--- config.mk ---
export PLATFORM = sky130hd
export DESIGN_NAME = cpu_core
export DESIGN_NICKNAME = d
export VERILOG_FILES = /design/src/source/cpu_pkg.sv /design/src/source/pipe_if.sv /design/src/source/cpu_core.sv /design/src/source/decode_stage.sv /design/src/source/execute_stage.sv /design/src/source/fetch_stage.sv /design/src/source/memory_stage.sv /design/src/source/reg_file.sv
export VERILOG_INCLUDE_DIRS = /design/src /design/src/source
export SDC_FILE = /design/constraint.sdc
export NUM_CORES = 2
export LEC_CHECK = 0
export BUFFER_PORTS_ARGS = -buffer_cell sky130_fd_sc_hd__buf_2
export CAP_MARGIN = 20
export CORE_MARGIN = 2
export CORE_UTILIZATION = 59
export DETAILED_ROUTE_END_ITERATION = 12
export PLACE_DENSITY = 0.78
export REMOVE_ABC_BUFFERS = 1
export SKIP_LAST_GASP = 1
export SYNTH_ARGS = -nofsm -noshare
export SYNTH_HDL_FRONTEND = slang
export SYNTH_SLANG_ARGS = --single-unit
--- constraint.sdc ---
create_clock -name clk -period 6.75 [get_ports clk]
set_input_delay 2.025 -clock clk [delete_from_list [all_inputs] [get_ports clk]]
set_output_delay 2.025 -clock clk [all_outputs]
set_load 0.02 [all_outputs]
--- src/source/cpu_macros.svh ---
/*
 * Core-wide width, register count, reset address and bubble encoding
 */
`ifndef CPU_MACROS_SVH
`define CPU_MACROS_SVH

// Data and address width
`define CPU_XLEN 32

// Register index width and register count
`define CPU_REG_AW 5
`define CPU_REG_COUNT 32

// First fetch address after reset
`define CPU_RESET_PC 32'h0000_0000

// addi x0,x0,0 used to squash an instruction slot
`define CPU_BUBBLE_WORD 32'h0000_0013

`endif

--- src/source/cpu_pkg.sv ---
/*
 * Opcode, ALU operation, writeback and forward select types,
 * plus the decoded control struct carried down the pipeline
 */
package cpu_pkg;

    // Major opcodes of the supported formats
    typedef enum logic [6:0] {
        OPC_OP     = 7'b0110011,
        OPC_OP_IMM = 7'b0010011,
        OPC_LUI    = 7'b0110111,
        OPC_LOAD   = 7'b0000011,
        OPC_STORE  = 7'b0100011,
        OPC_BRANCH = 7'b1100011,
        OPC_JAL    = 7'b1101111
    } opcode_t;

    // ALU_ADD is zero so an all-zero control word stays harmless
    typedef enum logic [2:0] {
        ALU_ADD    = 3'd0,
        ALU_SUB    = 3'd1,
        ALU_AND    = 3'd2,
        ALU_OR     = 3'd3,
        ALU_XOR    = 3'd4,
        ALU_SLT    = 3'd5,
        ALU_PASS_B = 3'd6
    } alu_op_t;

    typedef enum logic {
        WB_ALU = 1'b0,
        WB_MEM = 1'b1
    } wb_sel_t;

    // Operand source in execute
    typedef enum logic [1:0] {
        FWD_REG = 2'd0,
        FWD_MEM = 2'd1,
        FWD_WB  = 2'd2
    } fwd_sel_t;

    // Decoded control, all zero is a bubble
    typedef struct packed {
        logic    reg_we;
        logic    mem_we;
        logic    mem_re;
        wb_sel_t wb_sel;
        alu_op_t alu_op;
        logic    imm_src;
        logic    is_branch;
        logic    branch_ne;
        logic    is_jal;
    } ctrl_t;

endpackage

--- src/source/pipe_if.sv ---
/*
 * Pipeline interfaces id_ex_if, ex_mem_if and wb_if with their modports
 */
`timescale 1ns/100ps
`include "cpu_macros.svh"

// Decode to execute
interface id_ex_if;
    logic [`CPU_XLEN-1:0]   pc;
    logic [`CPU_REG_AW-1:0] rs1;
    logic [`CPU_REG_AW-1:0] rs2;
    logic [`CPU_REG_AW-1:0] rd;
    logic [`CPU_XLEN-1:0]   rs1_val;
    logic [`CPU_XLEN-1:0]   rs2_val;
    logic [`CPU_XLEN-1:0]   imm;
    cpu_pkg::ctrl_t         ctrl;

    modport source (output pc, rs1, rs2, rd, rs1_val, rs2_val, imm, ctrl);
    modport sink   (input  pc, rs1, rs2, rd, rs1_val, rs2_val, imm, ctrl);
endinterface

// Execute to memory, pc travels along for the debug port
interface ex_mem_if;
    logic [`CPU_XLEN-1:0]   result;
    logic [`CPU_XLEN-1:0]   store_data;
    logic [`CPU_REG_AW-1:0] rd;
    logic [`CPU_XLEN-1:0]   pc;
    cpu_pkg::ctrl_t         ctrl;

    modport source (output result, store_data, rd, pc, ctrl);
    modport sink   (input  result, store_data, rd, pc, ctrl);
endinterface

// Writeback bus, reg_we never set for rd 0
interface wb_if;
    logic                   reg_we;
    logic [`CPU_REG_AW-1:0] rd;
    logic [`CPU_XLEN-1:0]   data;
    logic [`CPU_XLEN-1:0]   pc;

    modport source (output reg_we, rd, data, pc);
    modport sink   (input  reg_we, rd, data, pc);
endinterface

--- src/source/cpu_core.sv ---
/*
 * Five-stage core top level, stage and interface wiring
 */
`timescale 1ns/100ps
`include "cpu_macros.svh"

module cpu_core (
    input  logic                   clk,
    input  logic                   rst_n,
    output logic [`CPU_XLEN-1:0]   imem_addr,
    input  logic [`CPU_XLEN-1:0]   imem_data,
    output logic [`CPU_XLEN-1:0]   dmem_addr,
    output logic [`CPU_XLEN-1:0]   dmem_wdata,
    output logic                   dmem_we,
    input  logic [`CPU_XLEN-1:0]   dmem_rdata,
    // Writeback debug port
    output logic                   debug_wb_ena,
    output logic [`CPU_REG_AW-1:0] debug_wb_reg,
    output logic [`CPU_XLEN-1:0]   debug_wb_value,
    output logic [`CPU_XLEN-1:0]   debug_wb_pc
);

    logic                 stall;
    logic                 redirect_taken;
    logic [`CPU_XLEN-1:0] redirect_pc;
    logic [`CPU_XLEN-1:0] pc_d;
    logic [`CPU_XLEN-1:0] instr_d;

    id_ex_if  id_ex ();
    ex_mem_if ex_mem ();
    wb_if     wb ();

    fetch_stage fetch_stage_inst (
        .clk            (clk),
        .rst_n          (rst_n),
        .stall          (stall),
        .redirect_taken (redirect_taken),
        .redirect_pc    (redirect_pc),
        .imem_addr      (imem_addr),
        .imem_data      (imem_data),
        .pc_d           (pc_d),
        .instr_d        (instr_d)
    );

    decode_stage decode_stage_inst (
        .clk            (clk),
        .rst_n          (rst_n),
        .pc_d           (pc_d),
        .instr_d        (instr_d),
        .redirect_taken (redirect_taken),
        .stall          (stall),
        .wb             (wb.sink),
        .id_ex          (id_ex.source)
    );

    execute_stage execute_stage_inst (
        .clk            (clk),
        .rst_n          (rst_n),
        .id_ex          (id_ex.sink),
        .wb             (wb.sink),
        .ex_mem         (ex_mem.source),
        .redirect_taken (redirect_taken),
        .redirect_pc    (redirect_pc)
    );

    memory_stage memory_stage_inst (
        .clk        (clk),
        .rst_n      (rst_n),
        .ex_mem     (ex_mem.sink),
        .dmem_addr  (dmem_addr),
        .dmem_wdata (dmem_wdata),
        .dmem_we    (dmem_we),
        .dmem_rdata (dmem_rdata),
        .wb         (wb.source)
    );

    // Debug port mirrors the writeback bus
    assign debug_wb_ena   = wb.reg_we;
    assign debug_wb_reg   = wb.rd;
    assign debug_wb_value = wb.data;
    assign debug_wb_pc    = wb.pc;

endmodule

--- src/source/decode_stage.sv ---
/*
 * Instruction decode, immediate build, load-use stall and ID/EX register
 */
`timescale 1ns/100ps
`include "cpu_macros.svh"

module decode_stage (
    input  logic                 clk,
    input  logic                 rst_n,
    input  logic [`CPU_XLEN-1:0] pc_d,
    input  logic [`CPU_XLEN-1:0] instr_d,
    input  logic                 redirect_taken,
    output logic                 stall,
    wb_if.sink                   wb,
    id_ex_if.source              id_ex
);

    cpu_pkg::opcode_t       opcode;
    logic [2:0]             funct3;
    logic                   funct7_b5;
    logic [`CPU_REG_AW-1:0] rs1;
    logic [`CPU_REG_AW-1:0] rs2;
    logic [`CPU_REG_AW-1:0] rd;
    logic [`CPU_XLEN-1:0]   rs1_val;
    logic [`CPU_XLEN-1:0]   rs2_val;
    logic [`CPU_XLEN-1:0]   imm;
    cpu_pkg::ctrl_t         ctrl;
    logic                   uses_rs1;
    logic                   uses_rs2;
    logic                   legal;

    assign opcode    = cpu_pkg::opcode_t'(instr_d[6:0]);
    assign funct3    = instr_d[14:12];
    assign funct7_b5 = instr_d[30];
    assign rs1       = instr_d[19:15];
    assign rs2       = instr_d[24:20];
    assign rd        = instr_d[11:7];

    reg_file reg_file_inst (
        .clk     (clk),
        .rst_n   (rst_n),
        .rs1     (rs1),
        .rs2     (rs2),
        .rs1_val (rs1_val),
        .rs2_val (rs2_val),
        .wb      (wb)
    );

    ////////////////////////////////////////////////////////////
    // Control and immediate decode
    ////////////////////////////////////////////////////////////
    always_comb begin
        ctrl     = '0;
        imm      = '0;
        uses_rs1 = 1'b0;
        uses_rs2 = 1'b0;
        legal    = 1'b1;
        case (opcode)
            cpu_pkg::OPC_OP: begin
                ctrl.reg_we = 1'b1;
                uses_rs1    = 1'b1;
                uses_rs2    = 1'b1;
                case (funct3)
                    3'b000:  ctrl.alu_op = funct7_b5 ? cpu_pkg::ALU_SUB : cpu_pkg::ALU_ADD;
                    3'b111:  ctrl.alu_op = cpu_pkg::ALU_AND;
                    3'b110:  ctrl.alu_op = cpu_pkg::ALU_OR;
                    3'b100:  ctrl.alu_op = cpu_pkg::ALU_XOR;
                    3'b010:  ctrl.alu_op = cpu_pkg::ALU_SLT;
                    default: legal = 1'b0;
                endcase
            end
            cpu_pkg::OPC_OP_IMM: begin
                // ADDI only
                ctrl.reg_we  = 1'b1;
                ctrl.imm_src = 1'b1;
                uses_rs1     = 1'b1;
                imm          = {{20{instr_d[31]}}, instr_d[31:20]};
                legal        = (funct3 == 3'b000);
            end
            cpu_pkg::OPC_LUI: begin
                ctrl.reg_we  = 1'b1;
                ctrl.imm_src = 1'b1;
                ctrl.alu_op  = cpu_pkg::ALU_PASS_B;
                imm          = {instr_d[31:12], 12'b0};
            end
            cpu_pkg::OPC_LOAD: begin
                ctrl.reg_we  = 1'b1;
                ctrl.mem_re  = 1'b1;
                ctrl.wb_sel  = cpu_pkg::WB_MEM;
                ctrl.imm_src = 1'b1;
                uses_rs1     = 1'b1;
                imm          = {{20{instr_d[31]}}, instr_d[31:20]};
                legal        = (funct3 == 3'b010);
            end
            cpu_pkg::OPC_STORE: begin
                ctrl.mem_we  = 1'b1;
                ctrl.imm_src = 1'b1;
                uses_rs1     = 1'b1;
                uses_rs2     = 1'b1;
                imm          = {{20{instr_d[31]}}, instr_d[31:25], instr_d[11:7]};
                legal        = (funct3 == 3'b010);
            end
            cpu_pkg::OPC_BRANCH: begin
                ctrl.is_branch = 1'b1;
                ctrl.branch_ne = funct3[0];
                uses_rs1       = 1'b1;
                uses_rs2       = 1'b1;
                imm            = {{19{instr_d[31]}}, instr_d[31], instr_d[7],
                                  instr_d[30:25], instr_d[11:8], 1'b0};
                // BEQ and BNE only
                legal          = (funct3[2:1] == 2'b00);
            end
            cpu_pkg::OPC_JAL: begin
                ctrl.reg_we = 1'b1;
                ctrl.is_jal = 1'b1;
                imm         = {{11{instr_d[31]}}, instr_d[31], instr_d[19:12],
                               instr_d[20], instr_d[30:21], 1'b0};
            end
            default: legal = 1'b0;
        endcase

        // Unsupported words turn into bubbles
        if (!legal) begin
            ctrl     = '0;
            uses_rs1 = 1'b0;
            uses_rs2 = 1'b0;
        end
        ctrl.reg_we = ctrl.reg_we && (rd != '0);
    end

    // Load in execute feeding an operand of this instruction
    assign stall = id_ex.ctrl.mem_re && (id_ex.rd != '0) &&
                   ((uses_rs1 && (rs1 == id_ex.rd)) || (uses_rs2 && (rs2 == id_ex.rd)));

    ////////////////////////////////////////////////////////////
    // ID/EX register
    ////////////////////////////////////////////////////////////
    always_ff @(posedge clk) begin
        if (!rst_n || stall || redirect_taken) begin
            id_ex.ctrl <= '0;
            id_ex.rd   <= '0;
        end else begin
            id_ex.ctrl <= ctrl;
            id_ex.rd   <= rd;
        end
    end

    always_ff @(posedge clk) begin
        id_ex.pc      <= pc_d;
        id_ex.rs1     <= rs1;
        id_ex.rs2     <= rs2;
        id_ex.rs1_val <= rs1_val;
        id_ex.rs2_val <= rs2_val;
        id_ex.imm     <= imm;
    end

endmodule

--- src/source/execute_stage.sv ---
/*
 * Operand forwarding, ALU, branch compare, redirect and EX/MEM register
 */
`timescale 1ns/100ps
`include "cpu_macros.svh"

module execute_stage (
    input  logic                 clk,
    input  logic                 rst_n,
    id_ex_if.sink                id_ex,
    wb_if.sink                   wb,
    ex_mem_if.source             ex_mem,
    output logic                 redirect_taken,
    output logic [`CPU_XLEN-1:0] redirect_pc
);

    cpu_pkg::fwd_sel_t    fwd_a;
    cpu_pkg::fwd_sel_t    fwd_b;
    logic [`CPU_XLEN-1:0] src_a;
    logic [`CPU_XLEN-1:0] src_b;
    logic [`CPU_XLEN-1:0] op_b;
    logic [`CPU_XLEN-1:0] alu_out;
    logic [`CPU_XLEN-1:0] result;
    logic                 branch_eq;

    // Loads in EX/MEM never forward, decode stalls those cases
    function automatic cpu_pkg::fwd_sel_t fwd_sel_for(input logic [`CPU_REG_AW-1:0] src);
        if (ex_mem.ctrl.reg_we && !ex_mem.ctrl.mem_re &&
            (ex_mem.rd != '0) && (ex_mem.rd == src)) begin
            return cpu_pkg::FWD_MEM;
        end else if (wb.reg_we && (wb.rd == src)) begin
            return cpu_pkg::FWD_WB;
        end
        return cpu_pkg::FWD_REG;
    endfunction

    function automatic logic [`CPU_XLEN-1:0] fwd_value(input cpu_pkg::fwd_sel_t sel,
                                                       input logic [`CPU_XLEN-1:0] reg_val);
        case (sel)
            cpu_pkg::FWD_MEM: return ex_mem.result;
            cpu_pkg::FWD_WB:  return wb.data;
            default:          return reg_val;
        endcase
    endfunction

    assign fwd_a = fwd_sel_for(id_ex.rs1);
    assign fwd_b = fwd_sel_for(id_ex.rs2);
    assign src_a = fwd_value(fwd_a, id_ex.rs1_val);
    assign src_b = fwd_value(fwd_b, id_ex.rs2_val);
    assign op_b  = id_ex.ctrl.imm_src ? id_ex.imm : src_b;

    ////////////////////////////////////////////////////////////
    // ALU and branch
    ////////////////////////////////////////////////////////////
    always_comb begin
        case (id_ex.ctrl.alu_op)
            cpu_pkg::ALU_SUB:    alu_out = src_a - op_b;
            cpu_pkg::ALU_AND:    alu_out = src_a & op_b;
            cpu_pkg::ALU_OR:     alu_out = src_a | op_b;
            cpu_pkg::ALU_XOR:    alu_out = src_a ^ op_b;
            cpu_pkg::ALU_SLT:    alu_out = {{(`CPU_XLEN-1){1'b0}}, $signed(src_a) < $signed(op_b)};
            cpu_pkg::ALU_PASS_B: alu_out = op_b;
            default:             alu_out = src_a + op_b;
        endcase
    end

    assign branch_eq = (src_a == src_b);

    // BNE flips the equality test
    assign redirect_taken = id_ex.ctrl.is_jal ||
                            (id_ex.ctrl.is_branch && (branch_eq ^ id_ex.ctrl.branch_ne));
    assign redirect_pc    = id_ex.pc + id_ex.imm;

    // JAL links pc+4
    assign result = id_ex.ctrl.is_jal ? id_ex.pc + `CPU_XLEN'd4 : alu_out;

    ////////////////////////////////////////////////////////////
    // EX/MEM register
    ////////////////////////////////////////////////////////////
    always_ff @(posedge clk) begin
        if (!rst_n) begin
            ex_mem.ctrl <= '0;
        end else begin
            ex_mem.ctrl <= id_ex.ctrl;
        end
    end

    always_ff @(posedge clk) begin
        ex_mem.result     <= result;
        ex_mem.store_data <= src_b;
        ex_mem.rd         <= id_ex.rd;
        ex_mem.pc         <= id_ex.pc;
    end

endmodule

--- src/source/fetch_stage.sv ---
/*
 * PC register and IF/ID register with stall hold and redirect squash
 */
`timescale 1ns/100ps
`include "cpu_macros.svh"

module fetch_stage (
    input  logic                 clk,
    input  logic                 rst_n,
    input  logic                 stall,
    input  logic                 redirect_taken,
    input  logic [`CPU_XLEN-1:0] redirect_pc,
    output logic [`CPU_XLEN-1:0] imem_addr,
    input  logic [`CPU_XLEN-1:0] imem_data,
    output logic [`CPU_XLEN-1:0] pc_d,
    output logic [`CPU_XLEN-1:0] instr_d
);

    logic [`CPU_XLEN-1:0] pc;

    assign imem_addr = pc;

    // Redirect wins over stall
    always_ff @(posedge clk) begin
        if (!rst_n) begin
            pc      <= `CPU_RESET_PC;
            instr_d <= `CPU_BUBBLE_WORD;
        end else if (redirect_taken) begin
            pc      <= redirect_pc;
            instr_d <= `CPU_BUBBLE_WORD;
        end else if (!stall) begin
            pc      <= pc + `CPU_XLEN'd4;
            instr_d <= imem_data;
        end
    end

    // PC of the word in decode
    always_ff @(posedge clk) begin
        if (!stall || redirect_taken) begin
            pc_d <= pc;
        end
    end

endmodule

--- src/source/memory_stage.sv ---
/*
 * Data memory port drive, MEM/WB register and writeback select
 */
`timescale 1ns/100ps
`include "cpu_macros.svh"

module memory_stage (
    input  logic                 clk,
    input  logic                 rst_n,
    ex_mem_if.sink               ex_mem,
    output logic [`CPU_XLEN-1:0] dmem_addr,
    output logic [`CPU_XLEN-1:0] dmem_wdata,
    output logic                 dmem_we,
    input  logic [`CPU_XLEN-1:0] dmem_rdata,
    wb_if.source                 wb
);

    // Word access only, memory answers in the same cycle
    assign dmem_addr  = ex_mem.result;
    assign dmem_wdata = ex_mem.store_data;
    assign dmem_we    = ex_mem.ctrl.mem_we;

    ////////////////////////////////////////////////////////////
    // MEM/WB register
    ////////////////////////////////////////////////////////////
    always_ff @(posedge clk) begin
        if (!rst_n) begin
            wb.reg_we <= 1'b0;
        end else begin
            wb.reg_we <= ex_mem.ctrl.reg_we;
        end
    end

    always_ff @(posedge clk) begin
        wb.rd   <= ex_mem.rd;
        wb.pc   <= ex_mem.pc;
        wb.data <= (ex_mem.ctrl.wb_sel == cpu_pkg::WB_MEM) ? dmem_rdata : ex_mem.result;
    end

endmodule

--- src/source/reg_file.sv ---
/*
 * Register file, x0 fixed at zero, write-through on same-cycle read
 */
`timescale 1ns/100ps
`include "cpu_macros.svh"

module reg_file (
    input  logic                   clk,
    input  logic                   rst_n,
    input  logic [`CPU_REG_AW-1:0] rs1,
    input  logic [`CPU_REG_AW-1:0] rs2,
    output logic [`CPU_XLEN-1:0]   rs1_val,
    output logic [`CPU_XLEN-1:0]   rs2_val,
    wb_if.sink                     wb
);

    logic [`CPU_XLEN-1:0] regs [`CPU_REG_COUNT];

    always_ff @(posedge clk) begin
        if (!rst_n) begin
            for (int i = 0; i < `CPU_REG_COUNT; i++) begin
                regs[i] <= '0;
            end
        end else if (wb.reg_we && (wb.rd != '0)) begin
            regs[wb.rd] <= wb.data;
        end
    end

    // Bypass the writeback value to a read of the same register
    assign rs1_val = (rs1 == '0)                  ? '0      :
                     (wb.reg_we && wb.rd == rs1)  ? wb.data : regs[rs1];
    assign rs2_val = (rs2 == '0)                  ? '0      :
                     (wb.reg_we && wb.rd == rs2)  ? wb.data : regs[rs2];

endmodule

==> impl_metrics.toml <==
[clock_network]
cts_tree = "built"
cts_sinks = 1457
cts_max_path_buffers = 3
cts-root-buf = "clkbuf_16"
path_clk_slew_ns = 0.07
cts_made_buffers = 153
h-tree-depth = 4
post_cts_buffers = 0
cts_hold_buffers = 0
cts_resized = 0
clock_latency_ns = 0.82

[logic_synthesis]
syn_inst = 5736
synth_cell_type_count = 94
yosys.area.top_type = "edfxtp_1"
synth_top_area_share = 0.4129
avgSynthCellArea_um2 = 13.39
ys_ff_latch = 1457
yosysSeqAreaShare = 0.5174
synth_flop_cell = "edfxtp_1"
synthTopCellsByArea = "edfxtp_1 41%, mux4_2 19%, dfxtp_1 10%"
synth_warnings = 0
netlist_area_um2 = 76810
async_flop_share = 0
synth-edff-count = 1056

[critical_path]
cp-end-kind = "flop"
timing.rr.end = "execute_stage_inst.ex_mem.result[30]$_DFF_P_"
reg2reg_depth = 20
crit_arrival_ns = 7.11
regToRegSetupSlack_ns = 0.33
startpoint_type = "flop"
worstReg2RegStart = "memory_stage_inst.wb.rd[2]$_DFF_P_"
critPathKind = "reg -> reg"
crit_fanout = 32
required_ns = 7.44

[floorplan]
dieArea_um2 = 133100
die_x_um = 364.8
num_io_pins = 233
num_rows = 132
initial_core_util = 0.5939
core_region_area_um2 = 129300
fp.dieH_um = 364.8

[finish]
fill_cells = 9053
area_growth_syn_to_layout_pct = 11.07
nNetsFinal = 6017
postLayoutCellArea_um2 = 85310
seqCellArea_um2 = 39770
drive_gt1_frac = 0.2452
multi_input_area_um2 = 35100
largest-register = "decode_stage_inst.reg_file_inst.regs"
largest_reg_flops = 1024

[power]
leakage_nw = 31.23
p_total_mw = 24.31
cellPowerDensity_nw_per_um2 = 285.0
ir_drop_uv = 239.5

[global_routing]
grt_pass1_vias = 53190
grt_usage = 0.3917
antenna_found_initial = 15
grt_max_degree = 130
grt_pass1_wl_mm = 370.0
overflow = 0

[detailed_routing]
drt_iter0_markers = 7995
wl_per_cell_um = 33.72
drc = 0
final_antenna_net_count = 0
drt-total-wl_mm = 259.0
via_per_inst = 6.935
drt_pass1_iterations = 6
num_vias = 53270

[timing]
fin_skew_ns = 0.06281
hold_ws_ns = 0.3248
fmax_mhz = 155.7
tightest_slew_ns = 1.190
rsz0062_at_grt = "false"
slew_headroom = 0.2039
finalCritPeriodShare = 0.9515
hold_viol = 0
setup_ws_ns = 0.3274
finalCriticalPeriod_ns = 6.423
setup_tns_ns = 0
setup_viol = 0
report.final.slew_viol_count = 0

[place]
gp_congestion = 1.018
dp_slack_ns = 0.5161
post_dp_cell_area_um2 = 80160
hpwl_mm = 169.7
io_buffer_count = 232

[run]
cap_violations = 0

[outcome]
run_status = "finished, final reports clean"

[hold_path]
whs_endpoint = "memory_stage_inst.wb.pc[26]$_DFF_P_"
hp-class = "reg -> reg"
worstHoldPathCells = 0
min_from = "execute_stage_inst.ex_mem.pc[26]$_DFF_P_"
[cells in the final DEF, fill, tap and decap left out, types with 131 or more instances in the layout]
cell	netlist	routed
a21oi_1	147	147
and2_1	1009	1009
buf_2	16	231
buf_4	5	166
clkbuf_16	0	161
dfxtp_1	401	388
edfxtp_1	1056	1056
ha_1	131	131
mux2i_1	131	131
mux4_2	640	640
nor2_1	239	207
o21ai_0	175	145
[worst max-delay path by stage]
stage / cells after the start / to / from
5_1_grt: 20 / execute_stage_inst.ex_mem.result[28]$_DFF_P_ / memory_stage_inst.wb.rd[3]$_DFF_P_
6_report: 20 / execute_stage_inst.ex_mem.result[30]$_DFF_P_ / memory_stage_inst.wb.rd[2]$_DFF_P_
3_3_place_gp: 18 / execute_stage_inst.ex_mem.result[28]$_DFF_P_ / execute_stage_inst.ex_mem.rd[0]$_DFF_P_
4_1_cts: 18 / execute_stage_inst.ex_mem.result[30]$_DFF_P_ / execute_stage_inst.ex_mem.rd[0]$_DFF_P_
2_1_floorplan: 4 / decode_stage_inst.id_ex.rs1_val[0]$_SDFF_PN0_ / flop
3_5_place_dp: 18 / execute_stage_inst.ex_mem.result[28]$_DFF_P_ / execute_stage_inst.ex_mem.rd[0]$_DFF_P_
[layer usage]
layer	vias up	wire (µm)	track usage
li1	21870	-	-
met1	26470	89450	0.4932
met2	3976	118400	0.6021
met3	944	33040	0.1116
met4	12	18020	0.2431
met5	-	103	0
[critical path, stage by stage (launching register included)]
cell,delay [ns]
dfxtp_1,0.64
xnor2_1,0.25
and4_1,0.27
buf_4,0.35
nand3_1,0.20
and2_1,0.21
a21oi_1,0.43
mux2i_1,0.25
inv_1,0.11
ha_1,0.28
nor2_1,0.11
a221oi_1,0.15
o41ai_1,0.83
o31ai_1,0.21
a2111oi_0,0.44
buf_4,0.21
nor3_1,0.06
o31ai_1,0.60
a31oi_1,0.25
mux2i_1,0.18
o31a_1,0.30
[synthesized netlist by cell type, drive strengths merged (13+ instances only)]
| cell | instances |
|---|---|
| clkbuf | 403 |
| o31ai | 14 |
| or2 | 13 |
| nor4 | 32 |
| nand4 | 23 |
| nand2 | 129 |
| o221ai | 25 |
| dfxtp | 401 |
| nand3 | 101 |
| xnor2 | 111 |
| o211ai | 20 |
| a21oi | 147 |
| o21bai | 19 |
| nor2 | 239 |
| inv | 121 |
| xor2 | 54 |
| or4 | 14 |
| a211oi | 101 |
| buf | 110 |
| edfxtp | 1056 |
| o21a | 15 |
| mux2i | 131 |
| o21ai | 176 |
| or3 | 14 |
| mux2 | 45 |
| and4 | 13 |
| mux4 | 640 |
| a221o | 14 |
| nor2b | 20 |
| ha | 131 |
| nor3b | 13 |
| a21o | 42 |
| a31oi | 75 |
| nand2b | 21 |
| and2 | 1010 |
| nor3 | 95 |
[metrics by stage]
stage,instances,utilization
after CTS,7678,0.6595
after floorplan,5254,-
final,7682,0.6597
after global routing,7679,0.6596
after detailed placement,7405,0.6199
after global placement,7402,0.6195
[power by group]
part / internal, mW / switching [mW] / leakage, nW
combinational: 1.58 / 3.19 / 14.5
sequential: 10.1 / 0.761 / 14.2
clock: 5.01 / 3.68 / 2.49
total: 16.7 / 7.63 / 31.2
[kinds of logic (layout without fill, tap and decap cells)]
logic type	after synthesis	after routing	synth area share
DFF	1457	1457	0.5174
other	1	35	0.00004882
AOI/OAI and AO/OA	763	763	0.06627
xor gates and xnor gates	165	165	0.01881
buffers and inverters	637	807	0.03339
adders and majority gates	132	132	0.02160
muxes	816	816	0.2113
and+or+nand+nor	1765	1765	0.1312
[area by class of cell]
class	count	area share
Sequential cell	1457	0.4662
Multi-Input combinational cell	3673	0.4115
Clock buffer	205	0.05092
Timing Repair Buffer	410	0.03121
Tap cell	1742	0.02555
Clock inverter	68	0.009093
Inverter	124	0.005456
Antenna cell	3	0.00008800
No activity file was read; power rests on OpenSTA's default activity.
